<file path="config.mk">
export PLATFORM = sky130hd
export DESIGN_NAME = calc_top
export DESIGN_NICKNAME = d
export VERILOG_FILES = /design/src/calc_pkg.sv /design/src/keypad_entry.sv /design/src/calc_control.sv /design/src/add_sub_unit.sv /design/src/shift_add_multiplier.sv /design/src/calc_top.sv
export SDC_FILE = /design/constraint.sdc
export NUM_CORES = 1
export LEC_CHECK = 0
export BUFFER_PORTS_ARGS = -buffer_cell sky130_fd_sc_hd__buf_2
export CAP_MARGIN = 5
export CORE_MARGIN = 2
export CORE_UTILIZATION = 45
export DETAILED_ROUTE_END_ITERATION = 7
export PLACE_DENSITY = 0.65
export SLEW_MARGIN = 20
export SYNTH_ARGS = -nofsm -noshare
export SYNTH_HDL_FRONTEND = slang
export SYNTH_SLANG_ARGS = --single-unit
</file>
<file path="constraint.sdc">
create_clock -name clk -period 3.6 [get_ports clk]
set_input_delay 0.54 -clock clk [delete_from_list [all_inputs] [get_ports clk]]
set_output_delay 0.54 -clock clk [all_outputs]
set_load 0.1 [all_outputs]
</file>
<file path="src/calc_pkg.sv">
package calc_pkg;

    // Datapath widths
    localparam int OPERAND_W  = 16;              // Operands, products and display
    localparam int DIGIT_W    = 4;               // One BCD-style keypad digit
    localparam int MULT_STEPS = 16;              // One iteration per multiplier bit
    localparam int STEP_W     = $clog2(MULT_STEPS);

    // Value types
    typedef logic [OPERAND_W-1:0]        operand_t;  // Unsigned keyed operand
    typedef logic signed [OPERAND_W-1:0] result_t;   // Signed unit output and display
    typedef logic [DIGIT_W-1:0]          digit_t;    // Keypad digit
    typedef logic [2:0]                  op_sel_t;   // One-hot operator

    // Operator codes, one-hot
    localparam op_sel_t OP_ADD = 3'b001;
    localparam op_sel_t OP_SUB = 3'b010;
    localparam op_sel_t OP_MUL = 3'b100;

    // Control FSM states
    typedef enum logic [2:0] {
        ENTER_FIRST,                             // Keying first operand
        ENTER_SECOND,                            // Keying second operand
        LAUNCH,                                  // Start pulse to one unit
        WAIT_UNIT,                               // Waiting for finish
        SHOW_RESULT                              // Result latched, clear operands
    } calc_state_t;

    // Request seen by both arithmetic units
    typedef struct packed {
        operand_t a;                             // First operand
        operand_t b;                             // Second operand
        logic     sub;                           // Subtract when set
    } calc_req_t;

endpackage

</file>
<file path="src/keypad_entry.sv">
`timescale 1ns/1ps

module keypad_entry
    import calc_pkg::*;
(
    input  logic     clk,
    input  logic     nRST,
    input  digit_t   digit,                      // Keyed digit
    input  logic     take,                       // Accept digit this cycle
    input  logic     clear,                      // Restart the operand at zero
    output operand_t value                       // Operand built so far
);

    operand_t times_ten;
    operand_t next_value;

    // Multiply by ten as 8x plus 2x, wrapping at 16 bits
    assign times_ten  = (value << 3) + (value << 1);
    assign next_value = times_ten + operand_t'(digit);  // Digits above nine go in as given

    always_ff @(posedge clk or negedge nRST) begin
        if (!nRST) begin
            value <= '0;
        end else if (clear) begin
            value <= '0;                         // Clear has priority over take
        end else if (take) begin
            value <= next_value;
        end
    end

endmodule

</file>
<file path="src/calc_control.sv">
`timescale 1ns/1ps

module calc_control
    import calc_pkg::*;
(
    input  logic      clk,
    input  logic      nRST,

    // Keypad side
    input  logic      read_input,                // Digit strobe from the keypad
    input  op_sel_t   operator_input,            // Operator selection
    input  logic      equal_input,               // Equal strobe
    input  operand_t  entry_value,               // Operand from the entry block
    output logic      take,                      // Let the entry block take a digit
    output logic      clear,                     // Restart the entry block

    // Arithmetic unit side
    output calc_req_t req,
    output logic      start_add,
    output logic      start_mult,
    input  result_t   add_result,
    input  logic      add_finish,
    input  result_t   mult_result,
    input  logic      mult_finish,

    // Display side
    output logic      complete,                  // One-cycle done pulse
    output result_t   display_output
);

    calc_state_t state, state_next;

    operand_t operand_a;                         // First operand, held after operator
    operand_t operand_b;                         // Second operand, held after equal
    op_sel_t  op_q;                              // Latched operator

    logic    op_valid;
    logic    take_op;                            // Operator accepted this cycle
    logic    take_eq;                            // Equal accepted this cycle
    logic    unit_done;
    result_t unit_result;

    // Only the three one-hot codes count as an operator
    assign op_valid = (operator_input == OP_ADD) ||
                      (operator_input == OP_SUB) ||
                      (operator_input == OP_MUL);

    assign take_op = (state == ENTER_FIRST) && op_valid;
    assign take_eq = (state == ENTER_SECOND) && equal_input;

    // Digits only flow while an operand is being keyed
    assign take  = read_input && ((state == ENTER_FIRST) || (state == ENTER_SECOND));
    assign clear = take_op || take_eq;           // Entry restarts at the same edge

    assign req.a   = operand_a;
    assign req.b   = operand_b;
    assign req.sub = (op_q == OP_SUB);

    // Each start decodes its own bits of the latched operator
    assign start_add  = (state == LAUNCH) && ((op_q & (OP_ADD | OP_SUB)) != '0);
    assign start_mult = (state == LAUNCH) && ((op_q & OP_MUL) != '0);

    // Listen to the launched unit only
    always_comb begin
        if (op_q == OP_MUL) begin
            unit_done   = mult_finish;
            unit_result = mult_result;
        end else begin
            unit_done   = add_finish;
            unit_result = add_result;
        end
    end

    always_comb begin
        state_next = state;
        case (state)
            ENTER_FIRST: begin
                if (take_op) begin
                    state_next = ENTER_SECOND;
                end
            end
            ENTER_SECOND: begin
                if (take_eq) begin
                    state_next = LAUNCH;
                end
            end
            LAUNCH: begin
                state_next = WAIT_UNIT;          // Start lasts a single cycle
            end
            WAIT_UNIT: begin
                if (unit_done) begin
                    state_next = SHOW_RESULT;
                end
            end
            SHOW_RESULT: begin
                state_next = ENTER_FIRST;
            end
            default: begin
                state_next = ENTER_FIRST;
            end
        endcase
    end

    always_ff @(posedge clk or negedge nRST) begin
        if (!nRST) begin
            state <= ENTER_FIRST;
        end else begin
            state <= state_next;
        end
    end

    // Operand and operator buffer
    always_ff @(posedge clk or negedge nRST) begin
        if (!nRST) begin
            operand_a <= '0;
            operand_b <= '0;
            op_q      <= OP_ADD;
        end else if (state == SHOW_RESULT) begin
            operand_a <= '0;                     // Next calculation starts from zero
            operand_b <= '0;
        end else begin
            if (take_op) begin
                operand_a <= entry_value;
                op_q      <= operator_input;     // No need to hold the key until equal
            end
            if (take_eq) begin
                operand_b <= entry_value;
            end
        end
    end

    // Result latch and done pulse
    always_ff @(posedge clk or negedge nRST) begin
        if (!nRST) begin
            complete       <= 1'b0;
            display_output <= '0;
        end else begin
            complete <= (state == WAIT_UNIT) && unit_done;
            if ((state == WAIT_UNIT) && unit_done) begin
                display_output <= unit_result;
            end
        end
    end

    // Only one unit may be started at a time
    a_one_start: assert property (
        @(posedge clk) disable iff (!nRST)
        !(start_add && start_mult)
    ) else $error("start_add and start_mult high together");

    a_complete_pulse: assert property (
        @(posedge clk) disable iff (!nRST)
        complete |=> !complete
    ) else $error("complete held longer than one cycle");

endmodule

</file>
<file path="src/add_sub_unit.sv">
`timescale 1ns/1ps

module add_sub_unit
    import calc_pkg::*;
(
    input  logic      clk,
    input  logic      nRST,
    input  calc_req_t req,                       // Operands and subtract flag
    input  logic      start,                     // One-cycle launch
    output result_t   result,                    // Held until the next start
    output logic      finish                     // One cycle after start
);

    result_t sum;
    result_t diff;

    // Two's complement wraps at 16 bits either way
    assign sum  = result_t'(req.a + req.b);
    assign diff = result_t'(req.a - req.b);

    always_ff @(posedge clk or negedge nRST) begin
        if (!nRST) begin
            finish <= 1'b0;
        end else begin
            finish <= start;
        end
    end

    always_ff @(posedge clk) begin
        if (start) begin
            result <= req.sub ? diff : sum;
        end
    end

    // Control pulses start once, so finish must be a single pulse too
    a_finish_after_start: assert property (
        @(posedge clk) disable iff (!nRST)
        start |=> finish ##1 !finish
    ) else $error("add_sub_unit finish did not follow start by one cycle");

endmodule

</file>
<file path="src/shift_add_multiplier.sv">
`timescale 1ns/1ps

module shift_add_multiplier
    import calc_pkg::*;
(
    input  logic      clk,
    input  logic      nRST,
    input  calc_req_t req,                       // sub is not used here
    input  logic      start,                     // One-cycle launch
    output result_t   result,                    // Low half of the product
    output logic      finish                     // MULT_STEPS cycles after start
);

    operand_t          mcand;                    // Multiplicand, shifted left each step
    operand_t          mplier;                   // Multiplier, shifted right each step
    operand_t          acc;                      // Running partial sum
    operand_t          partial;
    logic [STEP_W-1:0] step;
    logic              busy;
    logic              last_step;

    assign partial   = mplier[0] ? mcand : '0;
    assign last_step = (step == STEP_W'(MULT_STEPS - 1));
    assign result    = result_t'(acc);

    // Step sequencing
    always_ff @(posedge clk or negedge nRST) begin
        if (!nRST) begin
            busy   <= 1'b0;
            step   <= '0;
            finish <= 1'b0;
        end else begin
            finish <= 1'b0;
            if (start) begin
                busy <= 1'b1;
                step <= STEP_W'(1);              // Bit zero is done at load
            end else if (busy) begin
                step <= step + 1'b1;
                if (last_step) begin
                    busy   <= 1'b0;
                    finish <= 1'b1;
                end
            end
        end
    end

    // Shift-add datapath
    always_ff @(posedge clk) begin
        if (start) begin
            acc    <= req.b[0] ? req.a : '0;     // First partial product at load
            mcand  <= req.a << 1;
            mplier <= req.b >> 1;
        end else if (busy) begin
            acc    <= acc + partial;             // Bits above 15 fall away
            mcand  <= mcand << 1;
            mplier <= mplier >> 1;
        end
    end

    // Control must wait for finish before a new launch
    a_no_start_busy: assert property (
        @(posedge clk) disable iff (!nRST)
        start |-> !busy
    ) else $error("multiplier started while busy");

endmodule

</file>
<file path="src/calc_top.sv">
`timescale 1ns/1ps

module calc_top
    import calc_pkg::*;
(
    input  logic    clk,
    input  logic    nRST,
    input  digit_t  keypad_input,                // Digit on the keypad
    input  logic    read_input,                  // Digit strobe
    input  op_sel_t operator_input,              // One-hot operator
    input  logic    equal_input,                 // Equal strobe
    output logic    complete,                    // Result ready pulse
    output result_t display_output               // Signed result
);

    logic      take;
    logic      clear;
    operand_t  entry_value;
    calc_req_t req;
    logic      start_add;
    logic      start_mult;
    result_t   add_result;
    logic      add_finish;
    result_t   mult_result;
    logic      mult_finish;

    keypad_entry i_entry (
        .clk   (clk),
        .nRST  (nRST),
        .digit (keypad_input),
        .take  (take),
        .clear (clear),
        .value (entry_value)
    );

    calc_control i_control (
        .clk            (clk),
        .nRST           (nRST),
        .read_input     (read_input),
        .operator_input (operator_input),
        .equal_input    (equal_input),
        .entry_value    (entry_value),
        .take           (take),
        .clear          (clear),
        .req            (req),
        .start_add      (start_add),
        .start_mult     (start_mult),
        .add_result     (add_result),
        .add_finish     (add_finish),
        .mult_result    (mult_result),
        .mult_finish    (mult_finish),
        .complete       (complete),
        .display_output (display_output)
    );

    add_sub_unit i_add_sub (
        .clk    (clk),
        .nRST   (nRST),
        .req    (req),
        .start  (start_add),
        .result (add_result),
        .finish (add_finish)
    );

    shift_add_multiplier i_mult (
        .clk    (clk),
        .nRST   (nRST),
        .req    (req),
        .start  (start_mult),
        .result (mult_result),
        .finish (mult_finish)
    );

endmodule

</file>
# After elaboration in Yosys (flattened, before gate mapping)

Index checks and enable logic that the tools add are counted.

Add/sub/neg operators: 6
Equality and inequality tests: 13
Multiplexer cells: 29
Bitwise operators: 1
Reductions and logical operators: 18

Operators by type and width:

| operator                                                              | number |
|---|---|
| 16-bit 2-to-1 mux                                                     | 14 |
| 16-bit adder                                                          | 3 |
| 15-bit 2-to-1 mux                                                     | 2 |
| 16-bit by 4-bit adder with 16-bit output                              | 1 |
| 16-bit subtractor                                                     | 1 |
| 3-bit by 2-bit equality test with 1-bit output, second input constant | 4 |
| 3-bit one-hot mux with 4 select lines                                 | 1 |
| 3-bit equality test, second input constant                            | 3 |
| 3-bit 2-to-1 mux                                                      | 3 |
| 4-bit 2-to-1 mux                                                      | 2 |
| 2-bit nonzero test                                                    | 4 |
| 1-bit 2-to-1 mux                                                      | 7 |
| 3-bit by 1-bit equality test with 1-bit output, second input constant | 2 |
| 1-bit logical AND                                                     | 6 |
| 2-bit by 1-bit != test with 1-bit output, second input constant       | 3 |
| 4-bit by 1-bit adder with 4-bit output, second input constant         | 1 |
| 4-bit equality test, second input constant                            | 1 |
| 1-bit logical OR                                                      | 4 |
| 3-bit zero test                                                       | 1 |
| 3-bit AND reduction                                                   | 1 |
| 3-bit nonzero test                                                    | 1 |
| 2-bit AND reduction                                                   | 1 |
| 1-bit inverter                                                        | 1 |

Register bits: 140
Input bits: 11

# Depth between registers and ports, before layout

Gate-level depths: netlist of run 1.

Word-level depth: 6
Depth in mapped cells: 15
Mapped depth without buffers: 13

# Hierarchy

From an unflattened synthesis of run 1, not the netlist that was laid out.

Cell total of the unflattened synthesis: 813
Area total of the unflattened synthesis: 8548.2 um^2

Modules (own cells, without submodules):

| module               | instances | cells each | area an instance (um^2) | sequential area each (um^2) |
|---|---|---|---|---|
| shift_add_multiplier | 1         | 236        | 2930.3                  | 1531.5 |
| calc_control         | 1         | 240        | 2492.4                  | 1377.6 |
| add_sub_unit         | 1         | 171        | 1572.8                  | 505.5 |
| keypad_entry         | 1         | 166        | 1552.7                  | 400.4 |

# Worst setup path after synthesis of run 1

Ideal clock, no wire load.

Path kind: flip-flop to flip-flop
Start point: register i_control.operand_b[0]
End point: register i_add_sub.result[13] (data pin)
Arrival: 2.794 ns
Data required time: 3.344 ns
Setup slack: 0.550 ns
Stages on the path, launching flop included: 15
Path buffers: 2
Period minus slack after synthesis: 3.050 ns
Cells stage by stage: dfrtp_1 clkbuf_1 clkbuf_1 inv_1 ha_1 nand3b_1 nor2_1 a21oi_1 xnor2_1 ha_1 a21o_1 and3_1 or4_1 mux2i_1 nor4_1

Cells in the longest elaborated chain, start to end: 2
Elaborated cells on any way between the ends: 3
Classes of those cells: 2 x add/sub; 1 x mux

Ends and longest elaborated chain:

| item                                              | RTL line                               | text |
|---|---|---|
| start, declared                                   | calc_control.sv:34                     | `operand_t operand_b;` |
| start signal, assigned                            | calc_control.sv:127                    | `operand_b <= entry_value;` |
| 16-bit adder or 16-bit subtractor (tied branches) | add_sub_unit.sv:18, add_sub_unit.sv:19 |  |
| 16-bit 2-to-1 mux (*)                             | add_sub_unit.sv:31                     | `result <= req.sub ? diff : sum;` |
| end signal, assigned                              | add_sub_unit.sv:31                     |  |
| end, declared                                     | add_sub_unit.sv:10                     | `output result_t result,` |

Mark *: on every way between the ends. The rest lies on a longest branch, timed or not.
A chain may end at the register's enable or synchronous reset.

# Final worst setup path of run 1

Start point: register i_control.operand_b[2]
End point: register i_add_sub.result[15] (data pin)

The elaborated chain is that of the path after synthesis.

==> flow_summary.ini, run 1 <==
[detailed_routing]
postRouteAntennaNets = 0
drtPass1Iterations = 5
route.final.wire_length_um = 17400
num_vias = 6007
detail_route.drc_violations = 0
avgViaCountPerCell = 5.40
wl_per_cell_um = 15.6
initialDrtViolationCount = 489

[die]
fp-row-count = 49
start_util_pct = 45.8
design.die.area_um2 = 19400
io_pins = 28
placeableCoreArea_um2 = 18000
die_width_um = 139
fp.dieH_um = 139

[grt]
antenna_found_initial = 0
grtUsageTotal_pct = 18.8
overflow = 0
grt_max_degree = 46
grt_pass1_vias = 5877
grt_pass1_wl_um = 29400

[synthesis]
synthesis.nets = 914
yosys-top-cells-area = sky130_fd_sc_hd__dfrtp_1, sky130_fd_sc_hd__edfxtp_1, sky130_fd_sc_hd__ha_1, sky130_fd_sc_hd__nand2_1, sky130_fd_sc_hd__mux2i_1
number_of_synthesized_flops_with_an_enable_pin = 62
synth_commonest_cells = sky130_fd_sc_hd__nand2_1, sky130_fd_sc_hd__dfrtp_1, sky130_fd_sc_hd__a21oi_1
synth_warnings = 0
syn-instance-count = 841
yosys.cell_types.count = 59
library_cell_with_the_highest_instance_count_after_synthesis = sky130_fd_sc_hd__nand2_1
yosys.area.top_type_share_pct = 23.4
synth-seq-area-share_pct = 46.4
postSynth.topFlopCell = sky130_fd_sc_hd__dfrtp_1
synth.ff_latch_count = 140
asyncSetResetFlopFracSynth_pct = 55.7
syn-mean-instance-area_um2 = 9.78
netlist.top_cell.by_area = sky130_fd_sc_hd__dfrtp_1
syn_area_um2 = 8220

[timing]
highest_attainable_clock_frequency_mhz = 325
setup_viol = 0
worst_slew_margin_pct = 51.3
setup_tns_ns = 0
tightest_slew_ns = 0.730
hold_viol_final = 0
slew_viol_final = 0
fin_skew_ns = 0.00783
unrepaired_setup_endpoints_after_global_routing = no
final.min_clock_period_ns = 3.07
fin_hold_ws_ns = 0.0664
post-route-period-util_pct = 85.4

[setup_path]
critPathMaxFanout = 6
timing.critical_path.from = i_control.operand_b[2]$_DFFE_PN0P_
critical_path.reg2reg.startpoint = i_control.operand_b[2]$_DFFE_PN0P_
setup.worst_path.class = reg -> reg
critical_path_rt_ns = 3.77
critical_path.endpoint_type = flip-flop
setup.worst_path.start_class = flip-flop
worst-endpoint-arrival_ns = 3.24

[placement]
place_congestion = 0.870
postPlaceCellArea_um2 = 8610
numPortBuffers = 27
detailed_placement_wirelength_estimate_um = 12700
placed_cells_incl_taps = 1080

[clocking]
htree_num_levels = 4
clk_root_buffer_cell = sky130_fd_sc_hd__clkbuf_16
clock_tree_from_tritoncts = yes
postCtsSetupBuffers = 0
cts_made_buffers = 17
cts_max_path_buffers = 2
cts.sinks = 140
cts_hold_buf = 0
worst_skew_pair.late_latency_ns = 0.42
cts.repair.resized = 0
clkTransAtPathRegs_ns = 0.06

[cells_and_area]
fin_area_um2 = 9220
final_layout_size_suffix_gt1_share_pct = 10.5
syn2layout_area_growth_pct = 12.1
fin_cells = 1112
post-route-util_pct = 51.3
nets = 943
num_antenna_cells = 0

[power_and_ir_drop]
clockPowerShare_pct = 50.9
switchingPower_mw = 0.698
share_seq_of_total_power_pct = 48.1
reported_leakage_power_nw = 4.02
sw_frac_of_total_pct = 20.2
p_per_area_nw_per_um2 = 374
cell_internal_pwr_mw = 2.75
p_comb_share_pct = 1.0
vdd_ir_max_uv = 321

[run]
cap_viol_max_count = 0

[hold_path]
min_path_type = in -> async

[outcome]
run_status = completed
-- metrics by stage --
stage | power (mW) | setup WS [ns]
6_report | 3.45 | 0.526
5_1_grt | 3.55 | 0.157
4_1_cts | 3.49 | 0.545
3_5_place_dp | 1.73 | 0.554
3_3_place_gp | 1.72 | 0.598
2_1_floorplan | 1.70 | 0.550
-- state kept, by name (all words and copies together), names as in the netlist --
name	count
i_mult.mcand	15
i_entry.value	16
i_mult.mplier	15
i_mult.finish	1
i_control.state	3
i_mult.result	16
i_mult.step	4
i_control.op_q	3
i_control.operand_a	16
i_control.display_output	16
i_control.operand_b	16
i_add_sub.finish	1
i_mult.busy	1
i_add_sub.result	16
i_control.complete	1
-- power by group through the flow --
stage	Clock, mW	Combinational [mW]	Sequential (mW)
final	1.76	0.0340	1.66
after global routing	1.85	0.0406	1.66
after CTS	1.80	0.0359	1.66
after detailed placement	0	0.0356	1.69
after global placement	0	0.0352	1.69
after floorplan	0	0.00561	1.69
-- cells in the final DEF, fill, tap and decap left out, types with 15 or more instances in the layout --
cell and n:
sky130_fd_sc_hd__inv_1 24, sky130_fd_sc_hd__ha_1 58, sky130_fd_sc_hd__clkbuf_16 18, sky130_fd_sc_hd__a21oi_1 74, sky130_fd_sc_hd__xnor2_1 37, sky130_fd_sc_hd__buf_2 26, sky130_fd_sc_hd__buf_4 15, sky130_fd_sc_hd__nand2_1 147
sky130_fd_sc_hd__mux2i_1 39, sky130_fd_sc_hd__edfxtp_1 62, sky130_fd_sc_hd__o21ai_0 49, sky130_fd_sc_hd__nand3_1 17, sky130_fd_sc_hd__and2_1 15, sky130_fd_sc_hd__nor2_1 71, sky130_fd_sc_hd__a21o_1 18, sky130_fd_sc_hd__xor2_1 17
sky130_fd_sc_hd__dfrtp_1 77
-- path summary, 6_finish.rpt --
kind,to,slack (ns),depth (start not counted)
worst max-delay path,i_add_sub.result[15]$_DFFE_PP_,0.53,12
worst min-delay path,i_mult.step[2]$_DFFE_PN0N_,0.07,1
worst max register to register,i_add_sub.result[15]$_DFFE_PP_,0.53,12
worst min register to register,i_mult.mplier[4]$_DFFE_PN_,0.52,2
max in group asynchronous,i_control.operand_a[7]$_DFFE_PN0P_,2.80,2
min in group clk,i_entry.value[0]$_DFFE_PN0P_,0.34,2
-- routing by layer --
layer  part of all wire [%]  track usage [%]  vias to the layer above
met4                    1.8             6.43                        0
met2                     47             30.5                      108
met3                    3.1             3.21                       23
met1                     48             25.7                     2856
met5                      0                0                        -
li1                       -                -                     3020
-- final cells by class --
cell class	count	area [um2]
Fill cell	1686	8740
Multi-Input combinational cell	645	4180
Sequential cell	140	3810
Clock buffer	20	468
Tap cell	229	287
Timing Repair Buffer	41	243
Clock inverter	12	136
Inverter	25	93.8
-- critical path: stages, from the launching register on --
cell                      delay (ns)
sky130_fd_sc_hd__dfrtp_1        0.43
sky130_fd_sc_hd__nor3_1         0.31
sky130_fd_sc_hd__nand2_1        0.11
sky130_fd_sc_hd__nor2_1         0.26
sky130_fd_sc_hd__a31oi_1        0.15
sky130_fd_sc_hd__xnor2_1        0.16
sky130_fd_sc_hd__ha_1           0.35
sky130_fd_sc_hd__a21oi_1        0.26
sky130_fd_sc_hd__o21ai_0        0.13
sky130_fd_sc_hd__a21o_1         0.20
sky130_fd_sc_hd__a21o_1         0.18
sky130_fd_sc_hd__a31oi_1        0.19
sky130_fd_sc_hd__xnor2_1        0.09
-- cell families (layout without fill, tap and decap cells) --
family                     after synthesis  after routing  synth area share [%]
adders and majority gates               62             62                  9.80
DFF                                    140            140                  46.4
and+or+nand+nor                        304            304                  16.5
buffers and inverters                   56             98                  3.00
AOI/OAI and AO/OA                      182            182                  13.2
xor gates and xnor gates                54             54                  5.75
muxes                                   43             43                  5.34
Power figures use the tool's default switching activity.
==> run 2, diff against run 1 <==
SYNTH_HIERARCHICAL = 1   (was default)
==> run 2 against run 1 <==
Clock skew up 0.0029 ns; non-clock buffer count unchanged; count of clock-buffer cells in the layout down 2; wire length up 5.7%; critical endpoint is now i_add_sub/result[14]$_DFFE_PP_; die area up 3.8%; total power up 4.3%; final area up 3.6%; hold slack better by 0.15 ns; area after synthesis up 3.9%.
==> flow_summary.ini, run 2 <==
[run]
cap_viol_max_count = 0

[clocking]
cts.sinks = 140
clk_root_buffer_cell = sky130_fd_sc_hd__clkbuf_16
clock_tree_from_tritoncts = yes
cts_max_path_buffers = 2
clkTransAtPathRegs_ns = 0.06
cts.repair.resized = 0
postCtsSetupBuffers = 0
worst_skew_pair.late_latency_ns = 0.42
cts_hold_buf = 0
htree_num_levels = 4
cts_made_buffers = 17

[grt]
overflow = 0
grtUsageTotal_pct = 19.6
grt_max_degree = 65
grt_pass1_vias = 6048
grt_pass1_wl_um = 30900
antenna_found_initial = 0

[synthesis]
yosys.area.top_type_share_pct = 22.5
synth_commonest_cells = sky130_fd_sc_hd__nand2_1, sky130_fd_sc_hd__dfrtp_1, sky130_fd_sc_hd__edfxtp_1
synth.ff_latch_count = 140
synthesis.nets = 885
yosys-top-cells-area = sky130_fd_sc_hd__dfrtp_1, sky130_fd_sc_hd__edfxtp_1, sky130_fd_sc_hd__ha_1, sky130_fd_sc_hd__mux2_2, sky130_fd_sc_hd__nand2_1
syn-mean-instance-area_um2 = 10.5
number_of_synthesized_flops_with_an_enable_pin = 62
synth_warnings = 6
syn_area_um2 = 8550
netlist.top_cell.by_area = sky130_fd_sc_hd__dfrtp_1
yosys.cell_types.count = 76
synth-seq-area-share_pct = 44.6
postSynth.topFlopCell = sky130_fd_sc_hd__dfrtp_1
asyncSetResetFlopFracSynth_pct = 55.7
library_cell_with_the_highest_instance_count_after_synthesis = sky130_fd_sc_hd__nand2_1
syn-instance-count = 813

[detailed_routing]
postRouteAntennaNets = 0
initialDrtViolationCount = 549
drtPass1Iterations = 5
avgViaCountPerCell = 5.66
num_vias = 6146
detail_route.drc_violations = 0
wl_per_cell_um = 16.9
route.final.wire_length_um = 18400

[die]
fp.dieH_um = 142
fp-row-count = 50
design.die.area_um2 = 20100
die_width_um = 142
start_util_pct = 45.9
placeableCoreArea_um2 = 18600
io_pins = 28

[timing]
highest_attainable_clock_frequency_mhz = 330
setup_viol = 0
unrepaired_setup_endpoints_after_global_routing = no
final.min_clock_period_ns = 3.03
tightest_slew_ns = 0.863
setup_tns_ns = 0
hold_viol_final = 0
post-route-period-util_pct = 84.2
slew_viol_final = 0
worst_slew_margin_pct = 42.5
fin_skew_ns = 0.0107

[power_and_ir_drop]
reported_leakage_power_nw = 4.04
p_per_area_nw_per_um2 = 377
vdd_ir_max_uv = 272
finalPower_mw = 3.60

[hold_path]
min_path_type = in -> async

[cells_and_area]
syn2layout_area_growth_pct = 11.8
fillCellCount = 1638
nets = 910
layout.cells.most_common = sky130_fd_sc_hd__nand2_1
post-route-util_pct = 51.2
final_layout_size_suffix_gt1_share_pct = 15.2
num_antenna_cells = 0
most-common-layout-cells = sky130_fd_sc_hd__nand2_1, sky130_fd_sc_hd__dfrtp_1, sky130_fd_sc_hd__edfxtp_1, sky130_fd_sc_hd__ha_1, sky130_fd_sc_hd__a21oi_1

[setup_path]
critical_path_rt_ns = 3.82
setup.worst_path.start_class = flip-flop
timing.critical_path.from = i_control/operand_b[9]$_DFFE_PN0P_
critical_path.endpoint_type = flip-flop
setup.worst_path.class = reg -> reg
critical_path.reg2reg.startpoint = i_control/operand_b[9]$_DFFE_PN0P_
critPathMaxFanout = 6
worst-endpoint-arrival_ns = 3.25
timing.reg2reg.setup_slack_ns = 0.57

[placement]
detailed_placement_wirelength_estimate_um = 13300
numPortBuffers = 27
place_congestion = 0.876

[outcome]
run_status = completed
==> run 2: cell types whose count changed after synthesis, moves of 7 or more <==
cell / change
sky130_fd_sc_hd__a221o_1: +17
sky130_fd_sc_hd__nand2_1: -68
sky130_fd_sc_hd__a21oi_1: -18
sky130_fd_sc_hd__nor3_1: +7
sky130_fd_sc_hd__a21o_1: -9
sky130_fd_sc_hd__o21ai_0: -28
sky130_fd_sc_hd__mux2_2: +27
sky130_fd_sc_hd__mux2i_1: -13
sky130_fd_sc_hd__nor2_1: -25
sky130_fd_sc_hd__a211oi_1: +7
sky130_fd_sc_hd__inv_1: +20
sky130_fd_sc_hd__o211ai_1: +7
sky130_fd_sc_hd__and3_1: +11
==> run 2: cells by family after synthesis <==
| kind of cell | after synthesis | synth area share, % |
|---|---|---|
| AOI/OAI and AO/OA | 191 | 16.1 |
| xor gates and xnor gates | 48 | 5.01 |
| adders and majority gates | 61 | 9.28 |
| buffers and inverters | 79 | 3.83 |
| DFF | 140 | 44.6 |
| muxes | 57 | 7.16 |
| and+or+nand+nor | 237 | 14.0 |
==> run 2: worst max-delay path, cell delays in order (launching register included) <==
cell and delay, ns:
sky130_fd_sc_hd__dfrtp_1 0.43, sky130_fd_sc_hd__or4_4 0.59, sky130_fd_sc_hd__o31ai_1 0.34, sky130_fd_sc_hd__xor2_1 0.12, sky130_fd_sc_hd__ha_1 0.42, sky130_fd_sc_hd__nand2_1 0.14, sky130_fd_sc_hd__nor2_1 0.12, sky130_fd_sc_hd__nand4_1 0.13
sky130_fd_sc_hd__o22a_1 0.25, sky130_fd_sc_hd__o311ai_0 0.26
==> run 2: cell type report <==
| type | count | area [um2] | share of cell area [%] |
|---|---|---|---|
| multi-input cells | 594 | 4420 | 46.3 |
| inverters | 44 | 165 | 1.73 |
| flip-flops and latches | 140 | 3810 | 39.9 |
| repair buffers | 41 | 243 | 2.54 |
| clock buffers | 18 | 439 | 4.60 |
| clock inverters | 14 | 175 | 1.83 |
| well taps | 234 | 293 | 3.06 |
==> run 2: per-stage QoR <==
step | hold WS [ns] | cell area, um2 | worst slack, ns | instances
6_report | 0.215 | 9550 | 0.570 | 1085
5_1_grt | 0.282 | 9550 | 0.326 | 1085
4_1_cts | 0.249 | 9550 | 0.581 | 1085
3_5_place_dp | 0.467 | 8940 | 0.525 | 1053
3_3_place_gp | 0.457 | 8940 | 0.546 | 1053
2_1_floorplan | 0.244 | 8550 | 0.698 | 813
==> run 2: worst paths after layout <==
check	to	cells past startpoint
max in group asynchronous	i_control/operand_a[7]$_DFFE_PN0P_	2
worst min-delay path	i_control/display_output[0]$_DFFE_PN0P_	1
worst max register to register	i_add_sub/result[14]$_DFFE_PP_	9
worst max-delay path	i_add_sub/result[14]$_DFFE_PP_	9
worst min register to register	i_control/display_output[4]$_DFFE_PN0P_	1
min in group clk	i_entry/value[0]$_DFFE_PN0P_	3
==> run 2: power breakdown <==
group	internal (mW)	leakage (nW)	switching, mW
sequential	1.66	1.52	0.00870
clock	1.16	0.296	0.662
combinational	0.0382	2.22	0.0638
total	2.87	4.04	0.734
==> run 2: routing by layer <==
layer | part of all wire, % | vias up | GRT usage, % | wire [um]
met5 | 0 | - | 0 | 0
met4 | 2.5 | 0 | 8.16 | 452
met3 | 2.7 | 33 | 3.14 | 491
met2 | 46 | 103 | 31.6 | 8390
met1 | 49 | 2977 | 26.3 | 9030
li1 | - | 3033 | - | -
